===== config.mk =====
export PLATFORM = sky130hd
export DESIGN_NAME = ext_xfer_engine
export DESIGN_NICKNAME = d
export VERILOG_FILES = /design/src/rtl/dma_pkg.sv /design/src/rtl/ext_xfer_engine.sv
export VERILOG_INCLUDE_DIRS = /design/src /design/src/include
export SDC_FILE = /design/constraint.sdc
export NUM_CORES = 1
export LEC_CHECK = 0
export ABC_CLOCK_PERIOD_IN_PS = 7400
export BUFFER_PORTS_ARGS = -buffer_cell sky130_fd_sc_hd__buf_2
export CAP_MARGIN = 20
export CELL_PAD_IN_SITES_DETAIL_PLACEMENT = 2
export CELL_PAD_IN_SITES_GLOBAL_PLACEMENT = 2
export CORE_MARGIN = 1.5
export CORE_UTILIZATION = 26
export CTS_BUF_LIST = sky130_fd_sc_hd__clkbuf_2
export CTS_CLUSTER_DIAMETER = 50
export DETAILED_ROUTE_END_ITERATION = 16
export HOLD_SLACK_MARGIN = 0.05
export PLACE_DENSITY = 0.95
export RECOVER_POWER = 100
export SYNTH_ARGS = -nofsm -noshare
export SYNTH_HDL_FRONTEND = slang
export SYNTH_SLANG_ARGS = --single-unit

===== constraint.sdc =====
create_clock -name rst -period 7.4 [get_ports rst]
set_clock_uncertainty 0.15 [all_clocks]
set_input_delay 1.11 -clock rst [delete_from_list [all_inputs] [get_ports rst]]
set_output_delay 1.11 -clock rst [all_outputs]
set_load 0.01 [all_outputs]

===== src/include/dma_macros.svh =====
`ifndef DMA_MACROS_SVH
`define DMA_MACROS_SVH

// Data word width
`define DMA_DATA_W 32

// External bus word address width
`define DMA_EXT_ADDR_W 16

// Internal memory address width
`define DMA_INT_ADDR_W 8

// One extra bit so a full internal memory fits in one transfer
`define DMA_LEN_W 9

// Beats between stride shifts
`define DMA_PERIOD_W 8

`endif

===== src/rtl/dma_pkg.sv =====
`default_nettype none

`include "dma_macros.svh"

package dma_pkg;

   typedef logic [`DMA_DATA_W-1:0] word_t;
   typedef logic [`DMA_EXT_ADDR_W-1:0] ext_addr_t;
   typedef logic [`DMA_INT_ADDR_W-1:0] int_addr_t;
   typedef logic signed [`DMA_EXT_ADDR_W-1:0] stride_t;
   typedef logic [`DMA_LEN_W-1:0] len_t;
   typedef logic [`DMA_PERIOD_W-1:0] period_t;

   typedef enum logic [1:0] {
      DIR_NONE    = 2'b00,
      DIR_EXT2INT = 2'b01,
      DIR_INT2EXT = 2'b10
   } dma_dir_e;

   typedef enum logic [1:0] {
      ST_IDLE    = 2'b00,
      ST_EXT2INT = 2'b01,
      ST_INT2EXT = 2'b10
   } xfer_state_e;

   // Offset sequence of the external address generator
   typedef struct packed {
      ext_addr_t start;
      stride_t   incr;
      stride_t   shift;
      period_t   period;
   } stride_cfg_t;

   typedef struct packed {
      ext_addr_t   ext_addr;
      int_addr_t   int_addr;
      len_t        length;
      dma_dir_e    dir;
      stride_cfg_t stride;
   } dma_cfg_t;

   // One request on a memory port
   typedef struct packed {
      logic      en;
      logic      we;
      int_addr_t addr;
      word_t     wdata;
   } mem_req_t;

endpackage

`default_nettype wire


===== src/rtl/ext_xfer_engine.sv =====
`default_nettype none

`include "dma_macros.svh"

module ext_xfer_engine
   import dma_pkg::*;
(
   input  wire logic      rst,
   input  wire logic      clk,
   input  wire logic      run,
   output logic           done,
   input  wire dma_cfg_t  cfg,
   output logic           gen_init,
   output logic           gen_step,
   input  wire ext_addr_t ext_offset,
   output logic           bus_valid,
   input  wire logic      bus_ready,
   output logic           bus_we,
   output ext_addr_t      bus_addr,
   output word_t          bus_wdata,
   input  wire word_t     bus_rdata,
   output mem_req_t       mem_req,
   input  wire word_t     mem_rdata
);

   xfer_state_e state_q;
   xfer_state_e state_d;

   // Accepted bus beats and issued internal reads
   len_t beat_q;
   len_t rd_idx_q;

   logic      valid_q;
   logic      wr_pend_q;
   logic      fresh_q;
   int_addr_t wr_addr_q;
   word_t     hold_q;

   logic start;
   logic accept;
   logic last_beat;
   logic rd_left;
   logic issue;

   assign start = (state_q == ST_IDLE) && run && (cfg.length != '0) &&
                  ((cfg.dir == DIR_EXT2INT) || (cfg.dir == DIR_INT2EXT));
   assign accept    = valid_q && bus_ready;
   assign last_beat = beat_q == len_t'(cfg.length - 1'b1);
   assign rd_left   = rd_idx_q != cfg.length;

   // Prefetch only when the output slot is free by the next cycle
   assign issue = (state_q == ST_INT2EXT) && rd_left && (!valid_q || bus_ready);

   always_comb begin
      state_d = state_q;
      case (state_q)
         ST_IDLE: begin
            if (start) begin
               state_d = (cfg.dir == DIR_EXT2INT) ? ST_EXT2INT : ST_INT2EXT;
            end
         end
         ST_EXT2INT: begin
            // Finish once the last delayed memory write is out
            if (wr_pend_q && !valid_q) begin
               state_d = ST_IDLE;
            end
         end
         ST_INT2EXT: begin
            if (accept && last_beat) begin
               state_d = ST_IDLE;
            end
         end
         default: begin
            state_d = ST_IDLE;
         end
      endcase
   end

   always_ff @(posedge rst or posedge clk) begin
      if (clk) begin
         state_q   <= ST_IDLE;
         beat_q    <= '0;
         rd_idx_q  <= '0;
         valid_q   <= 1'b0;
         wr_pend_q <= 1'b0;
         fresh_q   <= 1'b0;
      end else begin
         state_q   <= state_d;
         wr_pend_q <= accept && (state_q == ST_EXT2INT);
         fresh_q   <= issue;
         if (start) begin
            beat_q   <= '0;
            rd_idx_q <= '0;
            valid_q  <= cfg.dir == DIR_EXT2INT;
         end else begin
            if (accept) begin
               beat_q <= beat_q + 1'b1;
            end
            if (issue) begin
               rd_idx_q <= rd_idx_q + 1'b1;
            end
            if (issue) begin
               valid_q <= 1'b1;
            end else if (accept && ((state_q == ST_INT2EXT) || last_beat)) begin
               valid_q <= 1'b0;
            end
         end
      end
   end

   // Write address of the beat just accepted, and the stalled write word
   always_ff @(posedge rst) begin
      if (accept) begin
         wr_addr_q <= cfg.int_addr + beat_q[`DMA_INT_ADDR_W-1:0];
      end
      if (fresh_q) begin
         hold_q <= mem_rdata;
      end
   end

   assign done     = state_q == ST_IDLE;
   assign gen_init = start;
   assign gen_step = accept;

   assign bus_valid = valid_q;
   assign bus_we    = state_q == ST_INT2EXT;
   assign bus_addr  = cfg.ext_addr + ext_offset;

   // Fresh word straight from memory, held copy while stalled
   assign bus_wdata = fresh_q ? mem_rdata : hold_q;

   always_comb begin
      if (state_q == ST_INT2EXT) begin
         mem_req.en    = issue;
         mem_req.we    = 1'b0;
         mem_req.addr  = cfg.int_addr + rd_idx_q[`DMA_INT_ADDR_W-1:0];
         mem_req.wdata = '0;
      end else begin
         mem_req.en    = wr_pend_q;
         mem_req.we    = 1'b1;
         mem_req.addr  = wr_addr_q;
         mem_req.wdata = bus_rdata;
      end
   end

   a_stall_hold: assert property (
      @(posedge rst) disable iff (clk)
      (bus_valid && !bus_ready) |=>
         bus_valid && $stable(bus_addr) && $stable(bus_we) &&
         (!bus_we || $stable(bus_wdata))
   );

   a_idle_quiet: assert property (
      @(posedge rst) disable iff (clk)
      (state_q == ST_IDLE) |-> !bus_valid
   );

endmodule

`default_nettype wire


==> out/qor.txt <==
CTS tree = built
Tcrit/Tclk final = 63.8%
Post-DP Area = 5570 sq um
Site Rows = 46
largest net degree at the start of global routing = 51
max frequency = 0.212 GHz
GRT overflow = 0
DRC violations left = 0
dpl hpwl = 12600 um
Worst EP arrival = 3.46 ns
outcome = finished, violations left
r2r setup slk = 4.73 ns
Starting Density = 26.8%
Final GP Congestion = 0.774
Chip Height = 131 um
Post-Syn Area = 4270 sq um
clock root buffer = clkbuf_2
Worst Setup End Kind = output pin
share of layout cells above drive strength 1 = 25.2%
post-synthesis net count = 671
fraction of registers with async set/reset = 36.5%
ANT nets after route = 0
hold_buf cts = 0
H-Tree Depth = 3
Cell variety after synth = 49
post-route non-filler standard cell count = 894
CP max stage cell = a311oi_1
Die X = 131 um
Seq. cell area = 1460 sq um
post-DR wirelength/cell = 16.6 um
initial antenna violation count = 0
P&R area growth vs syn = 30.3%
TritonCTS Buffers = 9
Pwr Total = 1.70 mW
CP startpoint kind = input pin
vias in the first global route = 4704
cells on worst reg2reg path = 7
YS warnings = 0
Post-Syn Instances = 459
clock buffer depth = 2
fin. max-slew vios = 84
CP Data Required Time = 6.14 ns
RSZ-0062 raised after global routing = no
CTS resizes = 0
# setup viols final = 0
Vias per Instance = 4.71
failing checks = max-capacitance violations, max-slew violations
dominant synthesized flop cell = dfxtp_1
syn_area_per_cell = 9.30 sq um
crit-path max cell delay = 0.62 ns
gr usage total = 17.3%
core area = 15900 sq um
Slew @ Worst Pin = 1.79 ns
final hold vios = 0
fill count = 1906
worst path cell trace = buf_2 > ha_1 > inv_1 > fa_1 > nand2b_1 > a21o_1 > a311oi_1 > a21bo_2 > a21oi_1 > xnor2_1 > clkbuf_1
EDFF count, synth = 8
Seq/Total Area, Yosys = 34.1%
Leakage = 2.57 nW
Clock Latency Late Sink = 0.50 ns
FF-to-FF Start = rd_idx_q[5]
final instance area = 5560 sq um
clock-pin slew on the worst setup and hold paths = 0.18 ns
WL final = 14900 um
Hold Crit Class = input pin to async pin
1st-iter DRT viols = 57
first-pass GRT wire length = 24200 um
min Tclk post-route = 4.72 ns
# nets final = 885
Crit Path Class = input pin to output pin
Ant. Diodes = 0
TNS Setup = 0 ns
maxcap violations = 2
DR pass1 iterations = 4
Hold Slack = 0.267 ns
postcts setup bufs = 0
Pwr Density = 305 nW/um^2
Critical Path Fanout Max = 4
Peak VDD IR = 0.150 mV
DIE AREA = 17200 sq um
vias = 4212
clk sinks = 63
# placed instances = 877
Slew Limit Headroom = -19.2%
I/O Buffers = 213
Synth Register Bits = 63
reg2reg end = bus_valid
I/O pin count = 270
Multi-input gate area = 2650 sq um
worst max path at each step:
stage	from	end	slack, ns	depth (start not counted)
global route	cfg[75]	bus_addr[14]	2.54	11
detailed placement	cfg[75]	bus_addr[12]	2.69	11
CTS	cfg[75]	bus_addr[12]	2.69	11
global placement	cfg[75]	bus_addr[12]	2.75	11
floorplan	cfg[75]	bus_addr[12]	3.20	9
finish	cfg[75]	bus_addr[12]	2.68	11
state kept, by name (all words and copies together), names as in the netlist:
name	flops
beat_q	9
bus_valid	1
fresh_q	1
hold_q	32
rd_idx_q	9
state_q	2
wr_addr_q	8
wr_pend_q	1
routing by layer:
layer	track usage, %	vias to the layer above	wire length [um]
met5	0	-	0
met4	4.12	0	180
met3	5.98	14	1290
met2	32.0	179	7490
met1	18.9	1999	5900
li1	-	2020	-
logic make-up (layout without fill, tap and decap cells):
| logic type | count (synthesis) | after routing | synth area share [%] |
|---|---|---|---|
| multiplexers | 33 | 33 | 8.68 |
| XOR/XNOR | 58 | 58 | 11.9 |
| AND/OR/NAND/NOR | 147 | 147 | 18.0 |
| AO/OA/AOI/OAI | 81 | 81 | 12.3 |
| flip-flops | 63 | 63 | 34.1 |
| buffers and inverters | 40 | 259 | 3.69 |
| adder cells (fa/ha/maj) | 37 | 37 | 11.4 |
worst max-delay path, delay by kind of cell:
kind / cells / cell delay [ns]
compound gates: 4 / 1.11
xor+xnor: 1 / 0.14
fa+ha+maj: 2 / 0.59
buf+inv: 3 / 0.31
simple gates: 1 / 0.19
where the power goes:
| group | leakage [nW] | internal, mW | total, mW | switching [mW] |
|---|---|---|---|---|
| clock network | 0.0737 | 0.0758 | 0.212 | 0.136 |
| registers | 0.637 | 0.492 | 0.591 | 0.0997 |
| logic | 1.85 | 0.373 | 0.894 | 0.521 |
| total | 2.57 | 0.941 | 1.70 | 0.757 |
cell usage after synthesis, types with 6 or more instances:
library cell,count,area [sq um]
a21oi_1,22,110
nand3_1,10,50.1
nand2_1,28,105
inv_1,25,93.8
xnor2_1,30,263
a21o_1,9,67.6
o21ai_0,20,100
dfxtp_1,32,641
xor2_1,28,245
and2_1,37,231
nor2_1,34,128
ha_1,34,425
dfrtp_1,23,576
mux2_2,32,360
clkbuf_1,10,37.5
nor3_1,6,30.0
edfxtp_1,8,240
layout by cell type, fill, tap and decap left out, drive strengths merged, types with 20 or more instances in the layout:
master / instances
xor2: 28
dfxtp: 32
dfrtp: 23
and2: 37
a21oi: 22
ha: 34
xnor2: 30
mux2: 32
inv: 27
o21ai: 20
clkbuf: 92
nor2: 34
nand2: 28
buf: 135
layout make-up:
cell class | count | area share (%)
Multi-Input combinational cell | 356 | 47.6
Inverter | 25 | 1.69
Sequential cell | 63 | 26.2
Clock buffer | 9 | 0.810
Clock inverter | 7 | 1.10
Tap cell | 216 | 4.86
Timing Repair Buffer | 218 | 17.8
through the flow:
step / worst slack, ns / utilization, %
floorplan: 3.20 / -
global placement: 2.75 / 35.0
detailed placement: 2.69 / 35.0
CTS: 2.69 / 35.6
global route: 2.54 / 34.9
finish: 2.68 / 34.9
(Power assumes the default switching activity.)
