<file path="src/include/dma_macros.svh">
`ifndef DMA_MACROS_SVH
`define DMA_MACROS_SVH

// Data word width
`define DMA_DATA_W 32

// External bus word address width
`define DMA_EXT_ADDR_W 16

// Internal memory address width
`define DMA_INT_ADDR_W 8

// One extra bit so a full internal memory fits in one transfer
`define DMA_LEN_W 9

// Beats between stride shifts
`define DMA_PERIOD_W 8

`endif
</file>
<file path="src/rtl/dma_pkg.sv">
`default_nettype none

`include "dma_macros.svh"

package dma_pkg;

   typedef logic [`DMA_DATA_W-1:0] word_t;
   typedef logic [`DMA_EXT_ADDR_W-1:0] ext_addr_t;
   typedef logic [`DMA_INT_ADDR_W-1:0] int_addr_t;
   typedef logic signed [`DMA_EXT_ADDR_W-1:0] stride_t;
   typedef logic [`DMA_LEN_W-1:0] len_t;
   typedef logic [`DMA_PERIOD_W-1:0] period_t;

   typedef enum logic [1:0] {
      DIR_NONE    = 2'b00,
      DIR_EXT2INT = 2'b01,
      DIR_INT2EXT = 2'b10
   } dma_dir_e;

   typedef enum logic [1:0] {
      ST_IDLE    = 2'b00,
      ST_EXT2INT = 2'b01,
      ST_INT2EXT = 2'b10
   } xfer_state_e;

   // Offset sequence of the external address generator
   typedef struct packed {
      ext_addr_t start;
      stride_t   incr;
      stride_t   shift;
      period_t   period;
   } stride_cfg_t;

   typedef struct packed {
      ext_addr_t   ext_addr;
      int_addr_t   int_addr;
      len_t        length;
      dma_dir_e    dir;
      stride_cfg_t stride;
   } dma_cfg_t;

   // One request on a memory port
   typedef struct packed {
      logic      en;
      logic      we;
      int_addr_t addr;
      word_t     wdata;
   } mem_req_t;

endpackage

`default_nettype wire

</file>
<file path="src/rtl/stride_addr_gen.sv">
`default_nettype none

`include "dma_macros.svh"

module stride_addr_gen
   import dma_pkg::*;
(
   input  wire logic        rst,
   input  wire logic        clk,
   input  wire logic        init,
   input  wire logic        step,
   input  wire stride_cfg_t cfg,
   output ext_addr_t        offset
);

   ext_addr_t offset_q;
   period_t   phase_q;
   logic      shift_en;
   logic      wrap;
   ext_addr_t offset_incr;
   ext_addr_t offset_next;

   // Zero period means the shift never applies
   assign shift_en = cfg.period != '0;

   // Last beat of the current period
   assign wrap = shift_en && (phase_q == period_t'(cfg.period - 1'b1));

   // Signed steps wrap in two's complement at the address width
   assign offset_incr = ext_addr_t'(offset_q + cfg.incr);
   assign offset_next = wrap ? ext_addr_t'(offset_incr + cfg.shift) : offset_incr;

   always_ff @(posedge rst or posedge clk) begin
      if (clk) begin
         offset_q <= '0;
         phase_q  <= '0;
      end else if (init) begin
         offset_q <= cfg.start;
         phase_q  <= '0;
      end else if (step) begin
         offset_q <= offset_next;
         if (wrap) begin
            phase_q <= '0;
         end else if (shift_en) begin
            phase_q <= phase_q + 1'b1;
         end
      end
   end

   assign offset = offset_q;

   // The engine only starts a sequence while no beat is in flight
   a_init_step_excl: assert property (
      @(posedge rst) disable iff (clk)
      !(init && step)
   );

endmodule

`default_nettype wire

</file>
<file path="config.mk">
export PLATFORM = sky130hd
export DESIGN_NAME = stride_addr_gen
export DESIGN_NICKNAME = d
export VERILOG_FILES = /design/src/rtl/dma_pkg.sv /design/src/rtl/stride_addr_gen.sv
export VERILOG_INCLUDE_DIRS = /design/src /design/src/include
export SDC_FILE = /design/constraint.sdc
export NUM_CORES = 1
export LEC_CHECK = 0
export ABC_AREA = 1
export BUFFER_PORTS_ARGS = -buffer_cell sky130_fd_sc_hd__buf_2
export CAP_MARGIN = 20
export CORE_MARGIN = 2
export CORE_UTILIZATION = 50
export CTS_CLUSTER_SIZE = 16
export DETAILED_ROUTE_END_ITERATION = 10
export GPL_TIMING_DRIVEN = 0
export PLACE_DENSITY = 0.83
export SLEW_MARGIN = 15
export SYNTH_ARGS = -nofsm -noshare
export SYNTH_HDL_FRONTEND = slang
export SYNTH_SLANG_ARGS = --single-unit
</file>
<file path="constraint.sdc">
create_clock -name rst -period 3.4 [get_ports rst]
set_input_delay 0.68 -clock rst [delete_from_list [all_inputs] [get_ports rst]]
set_output_delay 0.68 -clock rst [all_outputs]
set_load 0.1 [all_outputs]
</file>
==> results.md, run 1 <==
- Clock buffers created by TritonCTS: 3
- # diodes: 0
- RSZ-0062 raised after global routing: false
- Simple-gate area share of the yosys netlist: 0.369
- Pwr Total: 2.99 mW
- Initial antenna violation count: 0
- Synth Area in Compound Gates: 0.133
- Max Root-Sink Buffers: 2
- GR Layer Usage met2: 0.456
- Largest cells by area after synthesis: nand2_1 19%, dfrtp_1 18%, ha_1 13%, inv_1 8.0%, nand3_1 7.3%
- # DRC: 0
- CP required: between 3000 and 4000 ps
- Top cell type's share of synthesized area: 0.195
- Crit path time final: about 3200 ps
- CTS H-tree lvls: 1
- Most used cell, CP: nand3_1
- Fill cells: between 500 and 600
- Wire per inst: 13.4 um
- Setup crit start kind: input port
- DR iter-0 viols: ~240
- Synthesis-stage register bit count: 24
- Mapped Area: about 3300 um^2
- Max transition margin: 0.564
- RR Startpoint: offset[0]$_DFFE_PP0P_
- Cells after Synth: 536
- Post-route ant nets: 0
- # port buffers: 74
- Die area: between 7000 and 8000 um^2
- Syn_nets: around 630
- Achievable Freq: 312 MHz
- Final Max Slew Viols: 0
- # rows: 29
- GRT Total Usage: 0.258
- Number of distinct library cells after synthesis: 32
- GRT overflow: 0
- Max Cap Viol: 0
- CP peak stage delay: 360 ps
- Vias in the first global route: 3524
- Largest area contributor in the netlist: nand2_1
- Crit path launch: cfg[24]
- Depth of the most critical reg-to-reg path: 18
- Area Overhead vs Synth: 18.9%
- Via density: approximately 5.4
- Die width: between 80 and 90 um
- Total core area: 6350 um^2
- Pin count of the biggest net entering global routing: 25
- Final Hold Vio Count: 0
- Resized Gates After CTS: 0
- Clk_lat worst skew: 280 ps
- Critical path arrival: 3390 ps
- Status: finished, final reports clean
- Global-route wire length before repair: 15400 um
- Post-synthesis mux area share: 0.00303
- Clock Skews: 1.53 ps
- Nets: 713
- Synth Area in Adders: 0.145
- Hold slack: 379 ps
- CTS tree: yes
- Drt total wl: 9290 um
- Peak supply drop: 0.460 mV
- GR peak layer: met2
- Post-CTS setup buffer count: 0
- Drt pass-1 iters: 5
- Tightest Pin Transition: 654 ps
- Power per cell area: about 760 nW/um^2
- Met1 usage: 0.332
- Final period util: 0.944
- CTS sink cnt: 24
- Crit. End Element: flip-flop
- Layout cells sized above 1: 0.174
- Main combinational cell family by area after synthesis: simple AND/OR/NAND/NOR gates
- DP HPWL: 7650 um
- Syn_area_per_cell: 6.15 um^2
- Hold Path Class: input port to asynchronous set/reset pin
- Worst path cell trace: buf_2 -> ha_1 -> fa_2 -> nand3_1 -> nand2_1 -> nand3_1 -> nand3_1 -> xor2_1 -> ha_1 -> nand2_1 -> inv_1 -> nand2_1 -> a21oi_1 -> nor3_1 -> nand3_1 -> nand3_1 -> nand3_1 -> nand2_1 -> nand2_1
- Final non-filler cell area: 3920 um^2
- Setup-failing EPs final: 0
- Initial Util: 0.519
- Sequential area share after synthesis: 0.182
- Crit Path Class: input port to flip-flop
- Xor and xnor area share after synthesis: 0.0717
- Via count: 3764
- CTS Hold Bufs: 0
- DP Area: 3770 um^2
- Worst path slowest cell: fa_2
- Root buf cell: clkbuf_8
- Max Fanout on Critical Path: 6
- Reg clk slew, reported paths: 90 ps
- Leakage power: 2.24 nW
- Gpl congestion: between 0.9 and 1
- Die Span Y: ~85 um
- Yosys warnings: 0
- I/O pins: 76
- Met3 Use GR: 0.0126
## stage by stage
stage | TNS [ps] | util | setup slack [ps] | std cells
finish | 0 | 0.618 | 190 | 692
global route | 0 | 0.618 | 1.95 | 692
CTS | 0 | 0.604 | 17.6 | 691
detailed placement | -1040 | 0.593 | -217 | 687
global placement | -584 | 0.593 | -156 | 687
floorplan | 0 | - | 110 | 536
## kinds of logic after synthesis
| family | Yosys count |
|---|---|
| AO/OA/AOI/OAI | 74 |
| XOR/XNOR | 27 |
| adder cells (fa/ha/maj) | 37 |
| buffers and inverters | 82 |
| flip-flops | 24 |
| multiplexers | 1 |
| AND/OR/NAND/NOR | 291 |
## report_power, final
| part | switching (mW) | internal, mW | total [mW] |
|---|---|---|---|
| Clock | 0.107 | 0.158 | 0.264 |
| Combinational | 1.59 | 0.746 | 2.33 |
| Sequential | 0.0529 | 0.341 | 0.394 |
| Total | 1.75 | 1.25 | 2.99 |
## layer usage
layer  up-vias  share of wire  wire length (um)
li1       1891              -                 -
met1      1714           0.43              3960
met2       135           0.49              4550
met3        24          0.054               503
met4         0          0.029               272
met5         -              0                 0
## cells in the final DEF (no fill, tap or decap), drive strengths merged
cell type / synthesis / layout
xor2: 21 / 21
nand3b: 4 / 4
a31oi: 1 / 1
nand4: 5 / 5
nor3: 6 / 6
or2: 1 / 1
nand3: 49 / 49
a21o: 4 / 4
nor2: 53 / 53
a21oi: 25 / 25
o21bai: 4 / 4
and2: 1 / 1
a22oi: 13 / 13
bufinv: 0 / 1
o22ai: 7 / 7
o21ai: 18 / 18
o211ai: 2 / 2
fa: 2 / 2
xnor2: 6 / 6
dfrtp: 24 / 24
ha: 35 / 35
mux2i: 1 / 1
buf: 2 / 77
clkbuf: 4 / 7
inv: 76 / 76
nand2: 172 / 172
## worst max-delay path: cells and delay by family
family	cells	cell delay [ps]
adders and majority gates	3	920
and+or+nand+nor	12	1290
AOI/OAI and AO/OA	1	60
buffers and inverters	2	150
xor gates and xnor gates	1	290
## path summary, 6_finish.rpt
path,to,slack [ps]
max in group asynchronous,offset[0]$_DFFE_PP0P_,2580
worst min register to register,offset[10]$_DFFE_PP0P_,520
min in group rst,offset[10]$_DFFE_PP0P_,520
worst max-delay path,offset[13]$_DFFE_PP0P_,190
worst min-delay path,phase_q[0]$_DFFE_PP0P_,380
worst max register to register,offset[13]$_DFFE_PP0P_,230
## cell type report
cell class              instances  area (um^2)  area share
flip-flops and latches         24          602       0.153
well taps                      77         96.3      0.0246
inverters                      76          285      0.0727
clock inverters                 1         30.0     0.00766
plain buffers                   6         31.3     0.00797
clock buffers                   3         41.3      0.0105
multi-input cells             430         2440       0.622
repair buffers                 75          398       0.101
## sequential cells by signal (all words and copies together), names as in the netlist
register,cells
phase_q,8
offset,16
## synthesized netlist by cell type
cell type,number
nand2_1,171
inv_1,70
nand3_1,48
nor2_1,48
ha_1,35
a21oi_1,25
dfrtp_1,24
xor2_1,21
a22oi_1,13
o21ai_1,12
o22ai_1,7
inv_2,6
nor3_1,6
o21ai_0,6
xnor2_1,6
nand4_1,5
a21o_1,4
clkbuf_1,4
nand3b_1,4
nor2_2,4
o21bai_1,4
fa_1,2
o211ai_1,2
a31oi_1,1
and2_1,1
buf_2,1
buf_6,1
mux2i_1,1
nand2_2,1
nand3_2,1
nor2_4,1
or2_2,1
No activity file was read; power rests on OpenSTA's default activity.
==> run 2, diff against run 1 <==
Settings changed: REMOVE_ABC_BUFFERS set to 1.
==> run 2 against run 1 <==
- cell count is 0.58% lower
- total power down 1.6%
- non-clock buffer count shrank 3
- global-route usage up 0.24 points
- critical path type unchanged
- sequential share of layout area increased by 0.076 points
- die area unchanged
- register-to-register slack got worse by 40 ps
- via count down 0.13%
==> results.md, run 2 (synthesis results as in run 1) <==
- Setup-failing EPs final: 0 (unchanged)
- RR Startpoint: offset[0]$_DFFE_PP0P_
- Drt total wl: 9450 um (+1.7%)
- Via density: 5.46 (+0.45%)
- Post-route setup TNS: 0 ps (unchanged)
- Vias in the first global route: 3664 (+4.0%)
- Final setup margin: 131 ps (-59.5 ps)
- Crit. End Element: flip-flop
- Most frequent cells in the layout: 171 x nand2_1, 75 x buf_2, 69 x inv_1, 48 x nand3_1, 44 x nor2_1
- Max Fanout on Critical Path: 5 (-1)
- Max transition margin: 0.395 (-0.169)
- GRT Total Usage: 0.260 (+0.00243)
- Crit Path Class: input port to flip-flop
- Final Max Slew Viols: 0 (unchanged)
- # port buffers: 75 (+1.4%)
- Clk_lat worst skew: 280 ps (about the same)
- Final period util: 0.962 (+0.0175)
- Initial Util: 0.519 (unchanged)
- Area Overhead vs Synth: 18.1%
- # diodes: 0 (unchanged)
- Layout cells sized above 1: 0.177 (+0.00278)
- DP Area: 3750 um^2 (-0.37%)
- Pwr Total: 2.94 mW (-1.6%)
- Switching pwr: 1.76 mW (+0.48%)
- Peak supply drop: 0.454 mV (-1.5%)
- Post-layout util: 0.613 (-0.00433)
- Fraction of power spent switching nets: 0.596 (+0.0125)
- Hold slack: 340 ps (-38.7 ps)
- DP HPWL: 7570 um (-1.1%)
- Depth of the most critical reg-to-reg path: 20 (+2)
- Drt pass-1 iters: 5 (unchanged)
- Final cell count without fillers: 688 (-0.58%)
- Tightest Pin Transition: 904 ps (+250 ps)
- Clock Skews: 10.4 ps (+8.91 ps)
- Reg clk slew, reported paths: 100 ps (about the same)
- Pin count of the biggest net entering global routing: 25 (unchanged)
- GRT overflow: 0 (unchanged)
- CTS tree: yes
- Hold Path Class: input port to asynchronous set/reset pin
- CTS sink cnt: 24 (unchanged)
- Seq pwr share: 0.135 (+0.003)
- Die width: 85.2 um (unchanged)
- Achievable Freq: 306 MHz (-1.8%)
- Clock power frac: 0.063 (-0.025)
- Most common cell after layout, fill and taps aside: nand2_1
- Final Hold Vio Count: 0 (unchanged)
- Comb pwr share: 0.803 (+0.023)
- Register-to-register setup slack: 190 ps (-40 ps)
- Die area: 7260 um^2 (unchanged)
- Dpl ws: -278 ps (-61.7 ps)
- Status: finished, final reports clean
- # DRC: 0 (unchanged)
- Setup crit start kind: input port
- Max Cap Viol: 0 (unchanged)
- Total core area: 6350 um^2 (unchanged)
- Critical path arrival: 3490 ps (+100 ps)
- Via count: 3759 (-0.13%)
- CTS Hold Bufs: 0 (unchanged)
- Clock buffers created by TritonCTS: 3 (unchanged)
- Gpl congestion: 0.900 (-1.4%)
- Initial antenna violation count: 0 (unchanged)
- # rows: 29 (unchanged)
- CP required: 3620 ps (+40 ps)
- I/O pins: 76 (unchanged)
- Max Root-Sink Buffers: 2 (unchanged)
- Crit path time final: 3270 ps (+59.5 ps)
- DR iter-0 viols: 201 (-17%)
- Die Span Y: 85.2 um (unchanged)
- Wire per inst: 13.7 um (+2.3%)
- CTS H-tree lvls: 1 (unchanged)
- Power per cell area: 756 nW/um^2 (-0.94%)
- Final non-filler cell area: 3890 um^2 (-0.70%)
- Leakage power: 2.22 nW (-0.79%)
- Nets: 710 (-0.42%)
- Root buf cell: clkbuf_8
- Placed Cells incl. Taps: 683 (-0.58%)
- Int Pwr: 1.19 mW (-4.6%)
- Max reg flops: 16 (unchanged)
- Post-route ant nets: 0 (unchanged)
- Global-route wire length before repair: 15500 um (+0.49%)
- Worst R2R End: offset[15]$_DFFE_PP0P_
-- run 2: layout make-up --
class                   instances  area (um^2)
fillers                       607         2450
multi-input cells             430         2450
flip-flops and latches         24          601
repair buffers                 78          422
inverters                      76          285
well taps                      77         96.3
clock buffers                   3         41.3
-- run 2: power by group through the flow --
stage          combinational, mW  sequential [mW]  clock (mW)
6_report                    2.36            0.396       0.185
3_5_place_dp                2.18            0.400           0
4_1_cts                     2.20            0.394       0.195
3_3_place_gp                2.13            0.398           0
5_1_grt                     2.60            0.404       0.201
2_1_floorplan               1.39            0.767           0
-- run 2: worst max-delay path, cell delays in order --
cell and delay (ps):
buf_2 100, ha_1 200, fa_2 360, nand3_1 70, nand2_1 100, nand2_1 80, nand2_1 110, nand2_1 100
nand2_1 80, xor2_2 220, ha_4 250, nand2_1 110, nand2_1 90, o21bai_1 240, a21oi_2 190, nand2_1 80
nand2_1 80, nand3_1 80, nand2_1 90, nand3_1 60, nand2_1 110
-- run 2: metal layers --
metal,vias to the layer above,track usage,wire length [um]
met5,-,0,0
met4,0,0.0851,224
met3,31,0.0282,443
met2,134,0.490,4760
met1,1705,0.305,4030
li1,1889,-,-
-- run 2: timing repair --
action / 4_1_cts / 5_1_grt
gates resized for setup: 0 / 12
buffers inserted: 0 / 1
endpoints found under the setup margin: 0 / 7
-- run 2: how the worst max path moves through the flow --
stage | startpoint | to | slack (ps) | depth (start not counted)
floorplan | offset[0]$_DFFE_PP0P_ | offset[15]$_DFFE_PP0P_ | -50 | 19
global placement | cfg[24] | offset[15]$_DFFE_PP0P_ | -180 | 20
detailed placement | cfg[24] | offset[15]$_DFFE_PP0P_ | -280 | 20
CTS | cfg[24] | offset[15]$_DFFE_PP0P_ | 30 | 20
global route | cfg[24] | offset[15]$_DFFE_PP0P_ | -10 | 21
finish | cfg[24] | offset[15]$_DFFE_PP0P_ | 130 | 21
